`config.mk`:
```
export PLATFORM = sky130hd
export DESIGN_NAME = register_file
export DESIGN_NICKNAME = d
export VERILOG_FILES = /design/src/common/rv_isa_pkg.sv /design/src/hdl/register_file.sv
export SDC_FILE = /design/constraint.sdc
export NUM_CORES = 1
export LEC_CHECK = 0
export BUFFER_PORTS_ARGS = -buffer_cell sky130_fd_sc_hd__buf_2
export CAP_MARGIN = 0
export CORE_ASPECT_RATIO = 0.5
export CORE_MARGIN = 2
export CORE_UTILIZATION = 25
export DETAILED_ROUTE_END_ITERATION = 10
export PLACE_DENSITY = 0.45
export SYNTH_ARGS = -nofsm -noshare
export SYNTH_HDL_FRONTEND = slang
export SYNTH_SLANG_ARGS = --single-unit
export TNS_END_PERCENT = 100
```
`constraint.sdc`:
```
create_clock -name clk -period 4.8 [get_ports clk]
set_input_delay 0.48 -clock clk [delete_from_list [all_inputs] [get_ports clk]]
set_output_delay 0.48 -clock clk [all_outputs]
set_load 0.005 [all_outputs]
```
`src/common/rv_isa_pkg.sv`:
```
package rv_isa_pkg;

  typedef logic [31:0] word_t;
  typedef logic [4:0]  reg_addr_t;
  typedef logic [6:0]  opcode_t;

  localparam opcode_t op_lui    = 7'b0110111;
  localparam opcode_t op_imm    = 7'b0010011;
  localparam opcode_t op_reg    = 7'b0110011;
  localparam opcode_t op_load   = 7'b0000011;
  localparam opcode_t op_store  = 7'b0100011;

  // register-register and immediate ops, then the M extension
  typedef enum logic [4:0] {
    alu_add, alu_sub, alu_sll, alu_slt, alu_sltu, alu_xor, alu_srl, alu_sra,
    alu_or, alu_and, alu_lui_pass,
    alu_mul, alu_mulh, alu_mulhu, alu_mulhsu, alu_div, alu_divu, alu_rem, alu_remu
  } alu_op_t;

  typedef enum logic [3:0] {
    mem_none, mem_lb, mem_lbu, mem_lh, mem_lhu, mem_lw, mem_sb, mem_sh, mem_sw
  } mem_op_t;

endpackage

```
`src/hdl/register_file.sv`:
```
`timescale 1ns/1ns

module register_file (
  input  var logic                  clk,
  input  var logic                  reset,
  input  var rv_isa_pkg::reg_addr_t rs1_addr,
  input  var rv_isa_pkg::reg_addr_t rs2_addr,
  output var rv_isa_pkg::word_t     rs1_data,
  output var rv_isa_pkg::word_t     rs2_data,
  input  var logic                  wb_en,
  input  var rv_isa_pkg::reg_addr_t wb_rd,
  input  var rv_isa_pkg::word_t     wb_data
);
  rv_isa_pkg::word_t regs [1:31];

  assign rs1_data = (rs1_addr == '0) ? '0 : regs[rs1_addr];
  assign rs2_data = (rs2_addr == '0) ? '0 : regs[rs2_addr];

  always_ff @(posedge clk) begin
    if (wb_en && wb_rd != '0) begin
      regs[wb_rd] <= wb_data;
    end
  end

  // retires aimed at x0 are stores or dropped writes and carry no data
  a_no_x0_write: assert property (@(posedge clk) disable iff (reset)
    wb_en && wb_rd == '0 |-> wb_data == '0)
    else $error("register_file: data written towards x0");

endmodule

```
After elaboration in Yosys (flattened, before gate mapping) --
Memory sizes are Yosys's and may differ from the RTL's. Index checks and enable logic that the tools add are counted.
Word-level totals: register bits 0, bits in writable memories 992, input bits 50, output and inout port bits 64, memories 1
Memories:
- regs | depth 31, width 32, read ports 2, clocked after Yosys merged registers in 0, write ports 1, RTL line register_file.sv:14 | rv_isa_pkg::word_t regs [1:31];
Operators by class: muxes and demuxes 4, reduce and logical (&&, ||, !) cells 4
Operators with widths (number):
- 32-bit 2-to-1 mux | 2
- 5-bit logical NOT | 2
- 5-bit nonzero test | 1
- 1-bit 2-to-1 mux | 2
- 1-bit logical AND | 1

Logic depth before layout (Yosys ltp) --
depth after elaboration 4, mapped depth 10, depth with buffers taken out 4

Least setup slack after synthesis --
No wires, ideal clock.
path kind input-to-reg, from in wb_rd[1], to mem regs[12][0] (netlist name) (enable), arrival time 2.479 ns, required time 4.379 ns, setup slack 1.900 ns, stages on the path 3, path buffers 1, cells stage by stage or3b_2 -> clkbuf_1 -> nor2_1
On the way: word-level cells in the longest chain between the ends 4
RTL lines:
- start, declared | RTL line register_file.sv:11 | input var rv_isa_pkg::reg_addr_t wb_rd,
- 5-bit nonzero test | RTL line register_file.sv:20 | if (wb_en && wb_rd != '0) begin
- 1-bit logical AND | RTL line register_file.sv:20
- 1-bit 2-to-1 mux | RTL line register_file.sv:20
- 1-bit 2-to-1 mux (implied by the code) | RTL line register_file.sv:21 | regs[wb_rd] <= wb_data;
- end, declared | RTL line register_file.sv:14
Parallel ways exist; a longest one is shown, timed or not.

Final worst setup path --
from in rs2_addr[2], to out rs2_data[28]
On the way: word-level cells in the longest chain between the ends 2
RTL lines:
- start, declared | RTL line register_file.sv:7 | input var rv_isa_pkg::reg_addr_t rs2_addr,
- memory 31 x 32 bit / 5-bit logical NOT (equally long branches)
- 32-bit 2-to-1 mux (*) | RTL line register_file.sv:17 | assign rs2_data = (rs2_addr == '0) ? '0 : regs[rs2_addr];
- end, declared | RTL line register_file.sv:9 | output var rv_isa_pkg::word_t rs2_data,
Mark *: on every way between the ends. The rest lies on a longest branch, timed or not.

==> metrics.txt <==
fin crit share 0.753; io pins 114; slowest CP cell nor2_4; setup TNS 0 ps; mapped cell area 46500 µm²; Hold WS 263 ps; Avg WL per Cell 31.3 µm; Filler Cell Count roughly 18000; f_max 0.277 GHz; Port Buf Inserts 112; CTS H-Tree Depth 3; Pwr Total roughly 0.02 W; root buffer cell clkbuf_16; leading cell type in the layout, fill and taps excluded edfxtp_1; status finished clean; nets 2798; syn avg cell area 17.9 µm²; share of the synthesized area in the top cell type 0.641; CTS Hold Buffers Added 0; DRC errors left 0; layout cells sized above 1 0.286; placer's final routability congestion estimate 0.795; Tightest Pin Transition 1110 ps; worst path cell trace buf_6 -> nor2_4 -> buf_12 -> a22o_1 -> o21ai_0 -> a31oi_1 -> buf_2; Post-CTS Setup Bufs 0; Yosys reg bits just under 1000; commonest cells after routing, fill and taps aside 992 x edfxtp_1, 339 x mux4_2, 316 x mux2i_1; CTS resizes 0; Crit Path Category in2out; Syn Inst Count around 2600; Core ar. 184000 µm²; biggest regs regs x992; CP Data Arrival Time 3140 ps; final-report hold violation count 0; CTS Buffer Depth 3; gr ovfl total 0; area leader, netlist edfxtp_1; Vias 27700; hold depth 1; final WL 167 mm; top cells by area, synth edfxtp_1 64%, mux4_2 16%, mux2i_1 6.8%; CTS tree done; die footprint 190000 µm²; worst rel slew slack 0.257; Critical Path RT 4320 ps; Pwr Density 366 nW/µm²; Hold WC Path Type in2reg; first-pass GRT wire length 229 mm; Worst Hold End regs[8][10]$_DFFE_PP_; Routed Antenna Nets 0; buffers plus inverters on the worst setup path 3; dpl ws between 1000 and 1500 ps; Netlist cell types 38; syn nets approximately 2700; layout overhead on the synthesized area 16.8%; yosys warns 0; height of the die 309 µm; nature of the critical path endpoint output pin; die width around 610 µm; initial antenna violation count 19; post-route setup slack 1180 ps; CTS buffer count 107; Final min period 3620 ps; Slew Limit Fails 0; peak supply drop 243 µV; routed vias/inst roughly 5.2; Clk pin slew, worst setup/hold paths ~70 ps; maximum number of pins on one net before global-route repair 57; Max-Cap Viols 0; delay-heaviest family, CP simple AND/OR/NAND/NOR gates; Finish-stage setup viols 0; Crit Path Max Fanout 54; Initial Util 0.253; leakage power between 15 and 20 nW; vias in the first global route between 20000 and 30000; RSZ-0062 raised after global routing false; number of flip-flops in the largest register about 990; Reg with most FFs regs; FP Rows 111; Hold Startpoint wb_data[10]; total iterations of the first detailed-routing run 5; post-synthesis sequential area ratio 0.641; Worst path max stage delay 900 ps; post-DP HPWL roughly 98 mm; 1st-iter DRT viols 2743; total track usage 0.173; clk sink count just under 1000; Startpoint Class input pin
stage by stage:
stage	instances	cell area, µm²	utilization
CTS	5321	54300	0.295
detailed placement	5125	50800	0.276
floorplan	2601	46500	-
finish	5331	54300	0.295
global placement	5125	50800	0.276
global route	5323	54300	0.295
power by group:
| group | leakage (nW) | switching [W] | total [W] | internal [W] |
|---|---|---|---|---|
| Combinational | 6.98 | 0.00111 | 0.00180 | 0.000688 |
| Clock | 1.70 | 0.00349 | 0.00838 | 0.00490 |
| Sequential | 8.94 | 0.0000430 | 0.00968 | 0.00964 |
cell families (layout without fill, tap and decap cells):
family	Yosys count	after routing	synth area share
AND/OR/NAND/NOR	374	374	0.0385
buffers and inverters	205	439	0.0236
flip-flops	992	992	0.641
other	0	10	0
AO/OA/AOI/OAI	332	332	0.0517
multiplexers	698	698	0.246
final cells by class:
| cell class | instances | area (µm²) | area share |
|---|---|---|---|
| multi-input combinational | 1404 | 15900 | 0.293 |
| clock buffer | 137 | 2880 | 0.0529 |
| antenna | 10 | 25.0 | 0.000461 |
| inverter | 1 | 3.75 | 0.0000691 |
| sequential | 992 | 29800 | 0.548 |
| tap | 2486 | 3110 | 0.0573 |
| timing repair buffer | 242 | 2000 | 0.0369 |
| clock inverter | 59 | 606 | 0.0111 |
cell usage after synthesis, drive strengths merged:
library cell,number
nand3b,6
nand2b,2
mux2i,316
nor3b,1
nand2,89
mux4,348
mux2,34
a21oi,68
or3b,3
a311o,31
inv,1
clkbuf,85
a22o,45
nand3,52
nor4,1
or3,1
a22oi,92
o221ai,1
nor3,2
nor2b,36
buf,119
and3,14
a211oi,18
edfxtp,992
nand4,18
and2,34
o21ai,32
nor2,115
a31oi,14
a211o,31
how the worst max path moves through the flow:
stage                     slack (ps)               endpoint  cells past startpoint         from
after floorplan                 1900  regs[12][0]$_DFFE_PP_                      3     wb_rd[1]
after global placement          1180           rs1_data[13]                      8  rs1_addr[0]
final                           1180           rs2_data[28]                      7  rs2_addr[2]
after CTS                       1150           rs1_data[13]                      8  rs1_addr[0]
after detailed placement        1150           rs1_data[13]                      8  rs1_addr[0]
after global routing            1090           rs1_data[13]                      8  rs1_addr[0]
layer usage:
| layer | GRT usage | share of wire | vias to the layer above |
|---|---|---|---|
| li1 | - | - | 11200 |
| met1 | 0.240 | 0.44 | 15200 |
| met2 | 0.284 | 0.48 | 1047 |
| met3 | 0.0234 | 0.056 | 249 |
| met4 | 0.0483 | 0.029 | 0 |
| met5 | 0 | 0 | - |
No activity file was read; power rests on OpenSTA's default activity.
