## src/common/rv_isa_pkg.sv

```systemverilog
package rv_isa_pkg;

  typedef logic [31:0] word_t;
  typedef logic [4:0]  reg_addr_t;
  typedef logic [6:0]  opcode_t;

  localparam opcode_t op_lui    = 7'b0110111;
  localparam opcode_t op_imm    = 7'b0010011;
  localparam opcode_t op_reg    = 7'b0110011;
  localparam opcode_t op_load   = 7'b0000011;
  localparam opcode_t op_store  = 7'b0100011;

  // register-register and immediate ops, then the M extension
  typedef enum logic [4:0] {
    alu_add, alu_sub, alu_sll, alu_slt, alu_sltu, alu_xor, alu_srl, alu_sra,
    alu_or, alu_and, alu_lui_pass,
    alu_mul, alu_mulh, alu_mulhu, alu_mulhsu, alu_div, alu_divu, alu_rem, alu_remu
  } alu_op_t;

  typedef enum logic [3:0] {
    mem_none, mem_lb, mem_lbu, mem_lh, mem_lhu, mem_lw, mem_sb, mem_sh, mem_sw
  } mem_op_t;

endpackage

```

## src/common/pipe_pkg.sv

```systemverilog
package pipe_pkg;

  // decoder to executor
  typedef struct packed {
    rv_isa_pkg::reg_addr_t rd;
    rv_isa_pkg::word_t     a;
    rv_isa_pkg::word_t     b;
    rv_isa_pkg::word_t     store_data;
    rv_isa_pkg::alu_op_t   alu_op;
    rv_isa_pkg::mem_op_t   mem_op;
  } decoded_t;

  // executor to accessor, result holds the address for loads and stores
  typedef struct packed {
    rv_isa_pkg::reg_addr_t rd;
    rv_isa_pkg::word_t     result;
    rv_isa_pkg::word_t     store_data;
    rv_isa_pkg::mem_op_t   mem_op;
  } executed_t;

endpackage

```

## src/decoder/decoder.sv

```systemverilog
`timescale 1ns/1ns

module decoder (
  input  var logic                  clk,
  input  var logic                  reset,
  input  var logic                  instr_valid,
  input  var rv_isa_pkg::word_t     instr,
  output var logic                  instr_ready,
  output var rv_isa_pkg::reg_addr_t rs1_addr,
  output var rv_isa_pkg::reg_addr_t rs2_addr,
  input  var rv_isa_pkg::word_t     rs1_data,
  input  var rv_isa_pkg::word_t     rs2_data,
  output var logic                  dec_valid,
  output var pipe_pkg::decoded_t    dec,
  input  var logic                  dec_ready,
  input  var logic                  wb_en,
  input  var rv_isa_pkg::reg_addr_t wb_rd
);
  rv_isa_pkg::opcode_t opcode;
  logic [2:0]          funct3;
  rv_isa_pkg::word_t   imm_i, imm_s, imm_u;
  pipe_pkg::decoded_t  next_dec;
  logic                uses_rs1, uses_rs2, src_busy, accept;
  logic [31:0]         busy;

  function automatic rv_isa_pkg::alu_op_t alu_from_funct3(input logic [2:0] f3, input logic alt);
    case (f3)
      3'b000:  return alt ? rv_isa_pkg::alu_sub : rv_isa_pkg::alu_add;
      3'b001:  return rv_isa_pkg::alu_sll;
      3'b010:  return rv_isa_pkg::alu_slt;
      3'b011:  return rv_isa_pkg::alu_sltu;
      3'b100:  return rv_isa_pkg::alu_xor;
      3'b101:  return alt ? rv_isa_pkg::alu_sra : rv_isa_pkg::alu_srl;
      3'b110:  return rv_isa_pkg::alu_or;
      default: return rv_isa_pkg::alu_and;
    endcase
  endfunction

  assign opcode   = instr[6:0];
  assign funct3   = instr[14:12];
  assign rs1_addr = instr[19:15];
  assign rs2_addr = instr[24:20];
  assign imm_i    = {{20{instr[31]}}, instr[31:20]};
  assign imm_s    = {{20{instr[31]}}, instr[31:25], instr[11:7]};
  assign imm_u    = {instr[31:12], 12'b0};

  always_comb begin
    // unknown encodings fall through as a no-op with rd 0
    next_dec = '{rd: '0, a: '0, b: '0, store_data: '0,
                 alu_op: rv_isa_pkg::alu_add, mem_op: rv_isa_pkg::mem_none};
    uses_rs1 = 1'b0;
    uses_rs2 = 1'b0;
    case (opcode)
      rv_isa_pkg::op_lui: begin
        next_dec.rd     = instr[11:7];
        next_dec.b      = imm_u;
        next_dec.alu_op = rv_isa_pkg::alu_lui_pass;
      end
      rv_isa_pkg::op_imm: begin
        uses_rs1        = 1'b1;
        next_dec.rd     = instr[11:7];
        next_dec.a      = rs1_data;
        next_dec.b      = imm_i;
        next_dec.alu_op = alu_from_funct3(funct3, funct3 == 3'b101 && instr[30]);
      end
      rv_isa_pkg::op_reg: begin
        uses_rs1    = 1'b1;
        uses_rs2    = 1'b1;
        next_dec.rd = instr[11:7];
        next_dec.a  = rs1_data;
        next_dec.b  = rs2_data;
        if (instr[25]) begin
          case (funct3)
            3'b000:  next_dec.alu_op = rv_isa_pkg::alu_mul;
            3'b001:  next_dec.alu_op = rv_isa_pkg::alu_mulh;
            3'b010:  next_dec.alu_op = rv_isa_pkg::alu_mulhsu;
            3'b011:  next_dec.alu_op = rv_isa_pkg::alu_mulhu;
            3'b100:  next_dec.alu_op = rv_isa_pkg::alu_div;
            3'b101:  next_dec.alu_op = rv_isa_pkg::alu_divu;
            3'b110:  next_dec.alu_op = rv_isa_pkg::alu_rem;
            default: next_dec.alu_op = rv_isa_pkg::alu_remu;
          endcase
        end else begin
          next_dec.alu_op = alu_from_funct3(funct3, instr[30]);
        end
      end
      rv_isa_pkg::op_load: begin
        uses_rs1   = 1'b1;
        next_dec.a = rs1_data;
        next_dec.b = imm_i;
        case (funct3)
          3'b000:  next_dec.mem_op = rv_isa_pkg::mem_lb;
          3'b001:  next_dec.mem_op = rv_isa_pkg::mem_lh;
          3'b010:  next_dec.mem_op = rv_isa_pkg::mem_lw;
          3'b100:  next_dec.mem_op = rv_isa_pkg::mem_lbu;
          3'b101:  next_dec.mem_op = rv_isa_pkg::mem_lhu;
          default: next_dec.mem_op = rv_isa_pkg::mem_none;
        endcase
        if (next_dec.mem_op != rv_isa_pkg::mem_none) begin
          next_dec.rd = instr[11:7];
        end
      end
      rv_isa_pkg::op_store: begin
        uses_rs1            = 1'b1;
        uses_rs2            = 1'b1;
        next_dec.a          = rs1_data;
        next_dec.b          = imm_s;
        next_dec.store_data = rs2_data;
        case (funct3)
          3'b000:  next_dec.mem_op = rv_isa_pkg::mem_sb;
          3'b001:  next_dec.mem_op = rv_isa_pkg::mem_sh;
          3'b010:  next_dec.mem_op = rv_isa_pkg::mem_sw;
          default: next_dec.mem_op = rv_isa_pkg::mem_none;
        endcase
      end
      default: ;
    endcase
  end

  assign src_busy    = (uses_rs1 && busy[rs1_addr]) || (uses_rs2 && busy[rs2_addr]);
  assign instr_ready = !reset && (!dec_valid || dec_ready) && !src_busy;
  assign accept      = instr_valid && instr_ready;

  always_ff @(posedge clk) begin
    if (reset) begin
      dec_valid <= 1'b0;
      busy      <= '0;
    end else begin
      if (accept) begin
        dec_valid <= 1'b1;
      end else if (dec_ready) begin
        dec_valid <= 1'b0;
      end
      if (wb_en) begin
        busy[wb_rd] <= 1'b0;
      end
      // set after the clear so a reissued rd stays busy
      if (accept && next_dec.rd != '0) begin
        busy[next_dec.rd] <= 1'b1;
      end
    end
  end

  always_ff @(posedge clk) begin
    if (accept) begin
      dec <= next_dec;
    end
  end

  a_dec_stable: assert property (@(posedge clk) disable iff (reset)
    dec_valid && !dec_ready |=> dec_valid && $stable(dec))
    else $error("decoder: output changed while stalled");

endmodule

```

## config.mk

```make
export PLATFORM = sky130hd
export DESIGN_NAME = decoder
export DESIGN_NICKNAME = d
export VERILOG_FILES = /design/src/common/rv_isa_pkg.sv /design/src/common/pipe_pkg.sv /design/src/decoder/decoder.sv
export SDC_FILE = /design/constraint.sdc
export NUM_CORES = 1
export LEC_CHECK = 0
export ABC_AREA = 1
export BUFFER_PORTS_ARGS = -buffer_cell sky130_fd_sc_hd__buf_2
export CAP_MARGIN = 20
export CELL_PAD_IN_SITES_DETAIL_PLACEMENT = 1
export CELL_PAD_IN_SITES_GLOBAL_PLACEMENT = 1
export CORE_MARGIN = 1
export CORE_UTILIZATION = 30
export CTS_BUF_LIST = sky130_fd_sc_hd__clkbuf_16
export DETAILED_ROUTE_END_ITERATION = 10
export GPL_ROUTABILITY_DRIVEN = 0
export GPL_TIMING_DRIVEN = 1
export PLACE_DENSITY_LB_ADDON = 0.1
export SLEW_MARGIN = 25
export SYNTH_ARGS = -nofsm -noshare
export SYNTH_HDL_FRONTEND = slang
export SYNTH_SLANG_ARGS = --single-unit
```

## constraint.sdc

```tcl
create_clock -name clk -period 7.2 [get_ports clk]
set_input_delay 1.8 -clock clk [delete_from_list [all_inputs] [get_ports clk]]
set_output_delay 1.8 -clock clk [all_outputs]
set_load 0.05 [all_outputs]
```

# After elaboration in Yosys (flattened, before gate mapping)
# Index checks and enable logic that the tools add are counted.
classes:
  order_cmp: 6
  n_eq_ne: 11
  n_mux: 31
  bitwise: 3
  reduce_logical: 22
op_table:
  columns: ["operator", "n"]
  rows:
  - ["case mux 32 bit (4 select lines)", 1]
  - ["2-to-1 mux 32 bit", 3]
  - ["case mux 4 bit (7 select lines)", 2]
  - ["case mux 5 bit (7 select lines)", 1]
  - ["bitwise AND 32 bit", 1]
  - ["NOT 32 bit", 1]
  - ["bitwise OR 32 bit", 1]
  - ["less-than comparator 5 x 6 -> 1 bit, second input constant", 4]
  - ["== test 7 x 6 -> 1 bit, second input constant", 3]
  - ["case mux 3 bit (5 select lines)", 1]
  - ["case mux 5 bit (3 select lines)", 1]
  - ["2-to-1 mux 1 bit", 12]
  - ["case mux 4 bit (3 select lines)", 1]
  - ["binary-select mux 1 bit (select 5 bit)", 2]
  - ["demux 1 bit (select 5 bit)", 2]
  - [">= comparator 5 x 1 -> 1 bit, second input constant", 2]
  - ["2-to-1 mux 5 bit", 2]
  - ["case mux 5 bit (2 select lines)", 1]
  - ["== test 3 bit, second input constant", 3]
  - ["logical AND 1 bit", 9]
  - ["case mux 4 bit (2 select lines)", 1]
  - ["== test 7 x 2 -> 1 bit, second input constant", 1]
  - ["== test 7 x 5 -> 1 bit, second input constant", 1]
  - ["== test 3 x 2 -> 1 bit, second input constant", 2]
  - ["other kinds (11)", 15]
word_totals:
  regBits: 143
  in_bits: 106

# Longest topological paths before layout
logic_depth:
  depth_word: 12
  ltp_mapped: 14

# Least setup slack after synthesis
# Ideal clock, no wire load.
synth_timing:
  path_type: "input port to flip-flop"
  start: "input port instr[15]"
  end: "register dec[0] (netlist bit), enable pin"
  setup_ns: 0.464
  arrival_time_ns: 5.159
  t_required_ns: 6.736
  setup_slack_ns: 1.577
  stages: 12
  path_buffers: 3
  cell_sequence: "buf_6 buf_6 o211ai_1 nand3_1 nand3_1 nand2_1 nor2_2 nor2_1 nor2_4 buf_6 nand2_1 inv_1"
synth_between:
  elab_chain_len: 7
synth_rtl:
  columns: ["item", "line_no", "source"]
  rows:
  - ["from (decl)", "decoder.sv:7", "input var rv_isa_pkg::word_t instr,"]
  - ["binary-select mux 1 bit (select 5 bit)", "decoder.sv:120", "assign src_busy = (uses_rs1 && busy[rs1_addr]) || (uses_rs2 && busy[rs2_addr]);"]
  - ["2-to-1 mux 1 bit (not written as such)", "decoder.sv:120", null]
  - ["logical AND 1 bit", "decoder.sv:120", null]
  - ["logical OR 1 bit", "decoder.sv:120", null]
  - ["zero test 1 bit", "decoder.sv:121", "assign instr_ready = !reset && (!dec_valid || dec_ready) && !src_busy;"]
  - ["logical AND 1 bit", "decoder.sv:121", null]
  - ["net instr_ready", "decoder.sv:8", "output var logic instr_ready,"]
  - ["logical AND 1 bit", "decoder.sv:122", "assign accept = instr_valid && instr_ready;"]
  - ["net accept", "decoder.sv:23", "logic uses_rs1, uses_rs2, src_busy, accept;"]
  - ["to (signal assigned)", "decoder.sv:146", "dec <= next_dec;"]
  - ["to (decl)", "decoder.sv:14", "output var pipe_pkg::decoded_t dec,"]
# The timed path passes the listed nets, and every way through them passes these cells. The select of a mux whose other input is x is not followed.
# A chain may end at the register's enable or synchronous reset.

# Worst setup path in the final report
layout_timing:
  start: "input port instr[1]"
  end: "output port instr_ready"
layout_between:
  elab_chain_len: 7
  elab_cells_between_ends: 13
layout_rtl:
  columns: ["item", "line_no", "source"]
  rows:
  - ["== test 7 x 6 -> 1 bit, or another cell as far along", "decoder.sv:53", "case (opcode)"]
  - ["OR reduction 4 bit (no line) or OR reduction 2 bit (tied branches)", null, null]
  - ["2-to-1 mux 1 bit", "decoder.sv:53", null]
  - ["logical AND 1 bit", "decoder.sv:120", null]
  - ["logical OR 1 bit (*)", "decoder.sv:120", null]
  - ["zero test 1 bit (*)", "decoder.sv:121", null]
  - ["logical AND 1 bit (*)", "decoder.sv:121", null]
  - ["to (decl)", "decoder.sv:8", null]
# Every way passes the cells marked *; elsewhere a longest branch is shown, timed or not.

==> results.md <==
- The HPWL reported at the end of detailed placement is 17.3 mm.
- The first global-routing pass estimated 35.7 mm of wire.
- The worst-margin pin slew is 822 ps.
- The slowest cell on the critical path is sky130_fd_sc_hd__nand3_2.
- VDD sags by at most 0.000155 V.
- The number of nets in the synthesized netlist is 875.
- Hold repair after CTS inserted 0 buffers.
- The final layout contains 1,080 nets.
- The share of flip-flops with an asynchronous set or reset is 0%.
- The root cell of the clock tree is sky130_fd_sc_hd__clkbuf_16.
- STA puts the critical path data arrival time at 4360 ps.
- The number of hold violations in the final report was 0.
- The number of different library cells used by synthesis comes to 41.
- The number of enable flip-flop cells after synthesis is 110.
- The critical path is of the input port to output pin type.
- The critical path goes through buf_2, nand2_1, nor3_4, inv_2, nor2_2, inv_2, nand3_2, nand2_1, nor2_1, nor2_4, buf_2.
- The post-synthesis instance area is 7120 µm².
- The vertical die dimension is 156 µm.
- The detailed-route vias per instance is 4.73.
- The path class of the lowest-slack min-delay path is flip-flop to flip-flop.
- The horizontal extent of the die is 156 µm.
- The pin count of the biggest net entering global routing is 56.
- The clock-pin slew of the registers on the worst-case setup and hold paths is 60 ps.
- Setup repair after global routing left no endpoint under its margin.
- The worst hold path was traced through 2 stages.
- The number of global-route vias before repair is 6,128.
- Sequential cells were found to cover 55.7% of the synthesized design area.
- The detailed router placed 6,147 vias in this run.
- The number of cells on the worst reg-to-reg path is 13.
- The deepest level of the CTS H-tree is 4.
- The setup TNS after final layout is 0 ps.
- The biggest cell delay along the critical path is 800 ps.
- For this run, the leading register cell type out of synthesis is sky130_fd_sc_hd__edfxtp_1.
- After layout, the worst path uses 85.5% of the clock period.
- The final max-slew violation count was 0.
- No sink is reached through more buffers than the 2 on the longest clock path.
- The total of flip-flops plus latches after synthesis is 143.
- The flow ran to the end, and the final reports show no timing, DRC or antenna violations.
- The final cell area excluding filler cells is 8970 µm².
- The starting density of the core is 31.0%.
- The max capacitance violation total is 0.
- The CTS tree is done.
- The leakage power total is 3.98 nW.
- For this run, the total global-route usage over all layers was measured as 19.6%.
- Setup violations remaining at the end of the flow were counted as 0.
- Between clock sinks in the finished design, the worst skew comes to 14.7 ps.
- The placeable core region is 23,000 µm².
- In the synthesized netlist, the cells that appear most often are sky130_fd_sc_hd__inv_1 (126), sky130_fd_sc_hd__edfxtp_1 (110), sky130_fd_sc_hd__nand2_1 (106), sky130_fd_sc_hd__nor2_1 (94), sky130_fd_sc_hd__nand3_1 (55).
- The number of I/O port buffers is 227.
- The most common cell in the synthesized netlist is sky130_fd_sc_hd__inv_1.
- The count of buffers added by post-CTS timing repair for setup is 0.
- Of all cell types, the one taking the most synthesized area is sky130_fd_sc_hd__edfxtp_1.
- The first detailed-routing pass ran for 4 iterations.
- The layout cell share with drive strength beyond 1 is 30.3%.
- The number of antenna diodes in the final layout is 0.
- The remaining antenna violation count after routing is 0.
- In this run the tightest slew margin relative to its limit is 45.2%.
- The kind of end point of the critical path is an output pin.
- The CTS buffer count is 17.
- Along the worst path, the maximum fanout reaches 37.
- The power density over the cells is 241 nW/µm².
- In this run the core area contains 55 standard-cell rows.
- Summed over all layers, the global routing overflow is 0.
- Synthesis handed over a netlist of 769 instances.
- The number of design rule violations left after detail routing is 0.
- The layout-stage area growth over the synthesis result is 26.1%.
- The required time at the endpoint of the critical path is 5400 ps.
- The clock latency on the worst-skew pair is 430 ps.
- The average instance in the mapped netlist occupies 9.26 µm².
- The instance area at placement is 8360 µm².
- Timing would allow up to 162 MHz.
- For this block, the initial DRC count from the detailed router was 303.
- The minimum clock period is 6160 ps.
- Post-CTS repair changed the size of 0 cells.
- During synthesis, Yosys emitted a total of 0 warnings.
- The die covers 24,300 µm².
- Sorting the synthesized cells by area gives the leading types as sky130_fd_sc_hd__edfxtp_1 (46%), sky130_fd_sc_hd__dfxtp_1 (9.3%), sky130_fd_sc_hd__inv_1 (6.6%), sky130_fd_sc_hd__nand2_1 (5.6%), sky130_fd_sc_hd__nor2_1 (5.0%).
- The worst setup path is launched from an input port.
- The initial antenna violation count came to 0.
- After synthesis, the largest area contributor takes up 46.4% of total cell area.
- For this design, the sink count on the clock tree is 143.
- The final routed wirelength across all metal layers is 23.2 mm.
- The routed length per instance is 17.8 µm.
- The total I/O pin count is 228.
[stage by stage]
stage	power [mW]	util [%]	setup WS (ps)	cells	hold WS (ps)
after detailed placement	1.25	36.4	1020	1268	468
after global placement	1.25	36.4	1110	1268	464
after floorplan	1.16	-	1580	769	436
final	2.16	39.0	1040	1300	478
after CTS	2.19	39.0	1030	1300	479
after global routing	2.24	39.0	851	1300	500
[layer usage]
layer	wire length [µm]	track usage (%)	vias to the layer above
li1	-	-	3030
met1	10600	26.3	2910
met2	10800	31.4	189
met3	1370	3.92	18
met4	381	6.68	0
met5	0	0	-
[final timing paths]
| check | from | end | slack, ps |
|---|---|---|---|
| setup reg to reg | busy[15]$_SDFF_PP0_ | dec[78]$_SDFFCE_PP0P_ | 4160 |
| hold / removal | busy[0]$_SDFF_PP0_ | busy[0]$_SDFF_PP0_ | 480 |
| hold reg to reg | busy[0]$_SDFF_PP0_ | busy[0]$_SDFF_PP0_ | 480 |
| setup / recovery | instr[1] | instr_ready | 1040 |
[cell usage in the layout (no fill, tap or decap), drive strengths merged]
cell type | netlist | layout
buf | 37 | 234
inv | 132 | 141
edfxtp | 110 | 110
nand2 | 110 | 110
nor2 | 100 | 100
nand3 | 58 | 58
o21ai | 44 | 44
a21oi | 39 | 39
nand4 | 38 | 38
dfxtp | 33 | 33
o221ai | 25 | 25
clkbuf | 11 | 17
o211ai | 11 | 11
o22ai | 6 | 6
clkinv | 2 | 5
nor3 | 4 | 4
a32o | 2 | 2
bufinv | 0 | 2
nand3b | 2 | 2
nor4 | 1 | 1
a31oi | 1 | 1
a211oi | 1 | 1
a311oi | 1 | 1
o311ai | 1 | 1
clkinvlp | 0 | 1
[logic make-up after synthesis]
kind of cell | Yosys count | share of synthesized area, %
and+or+nand+nor | 313 | 20.9
AOI/OAI and AO/OA | 131 | 11.5
buffers and inverters | 182 | 11.9
DFF | 143 | 55.7
[worst max-delay path, delay by kind of cell]
| family | cells | cell delay, ps |
|---|---|---|
| buffers and inverters | 4 | 960 |
| and+or+nand+nor | 7 | 1540 |
[where the power goes]
part	internal (mW)	switching, mW	leakage [nW]
Clock	0.530	0.399	0.300
Combinational	0.0654	0.240	2.44
Sequential	0.919	0.00788	1.23
[registers in the layout (all words and copies together), names as in the netlist]
name       flops
dec_valid      1
dec          110
busy          32
[final cells by class]
class                      count  area, µm²
tap                          313        392
clock buffer                  17        425
sequential                   143       3960
fill                        2781      14000
timing repair buffer         234       1190
inverter                     134        505
multi-input combinational    444       2310
clock inverter                15        190
Note: power is estimated with default switching activity, not from simulation.
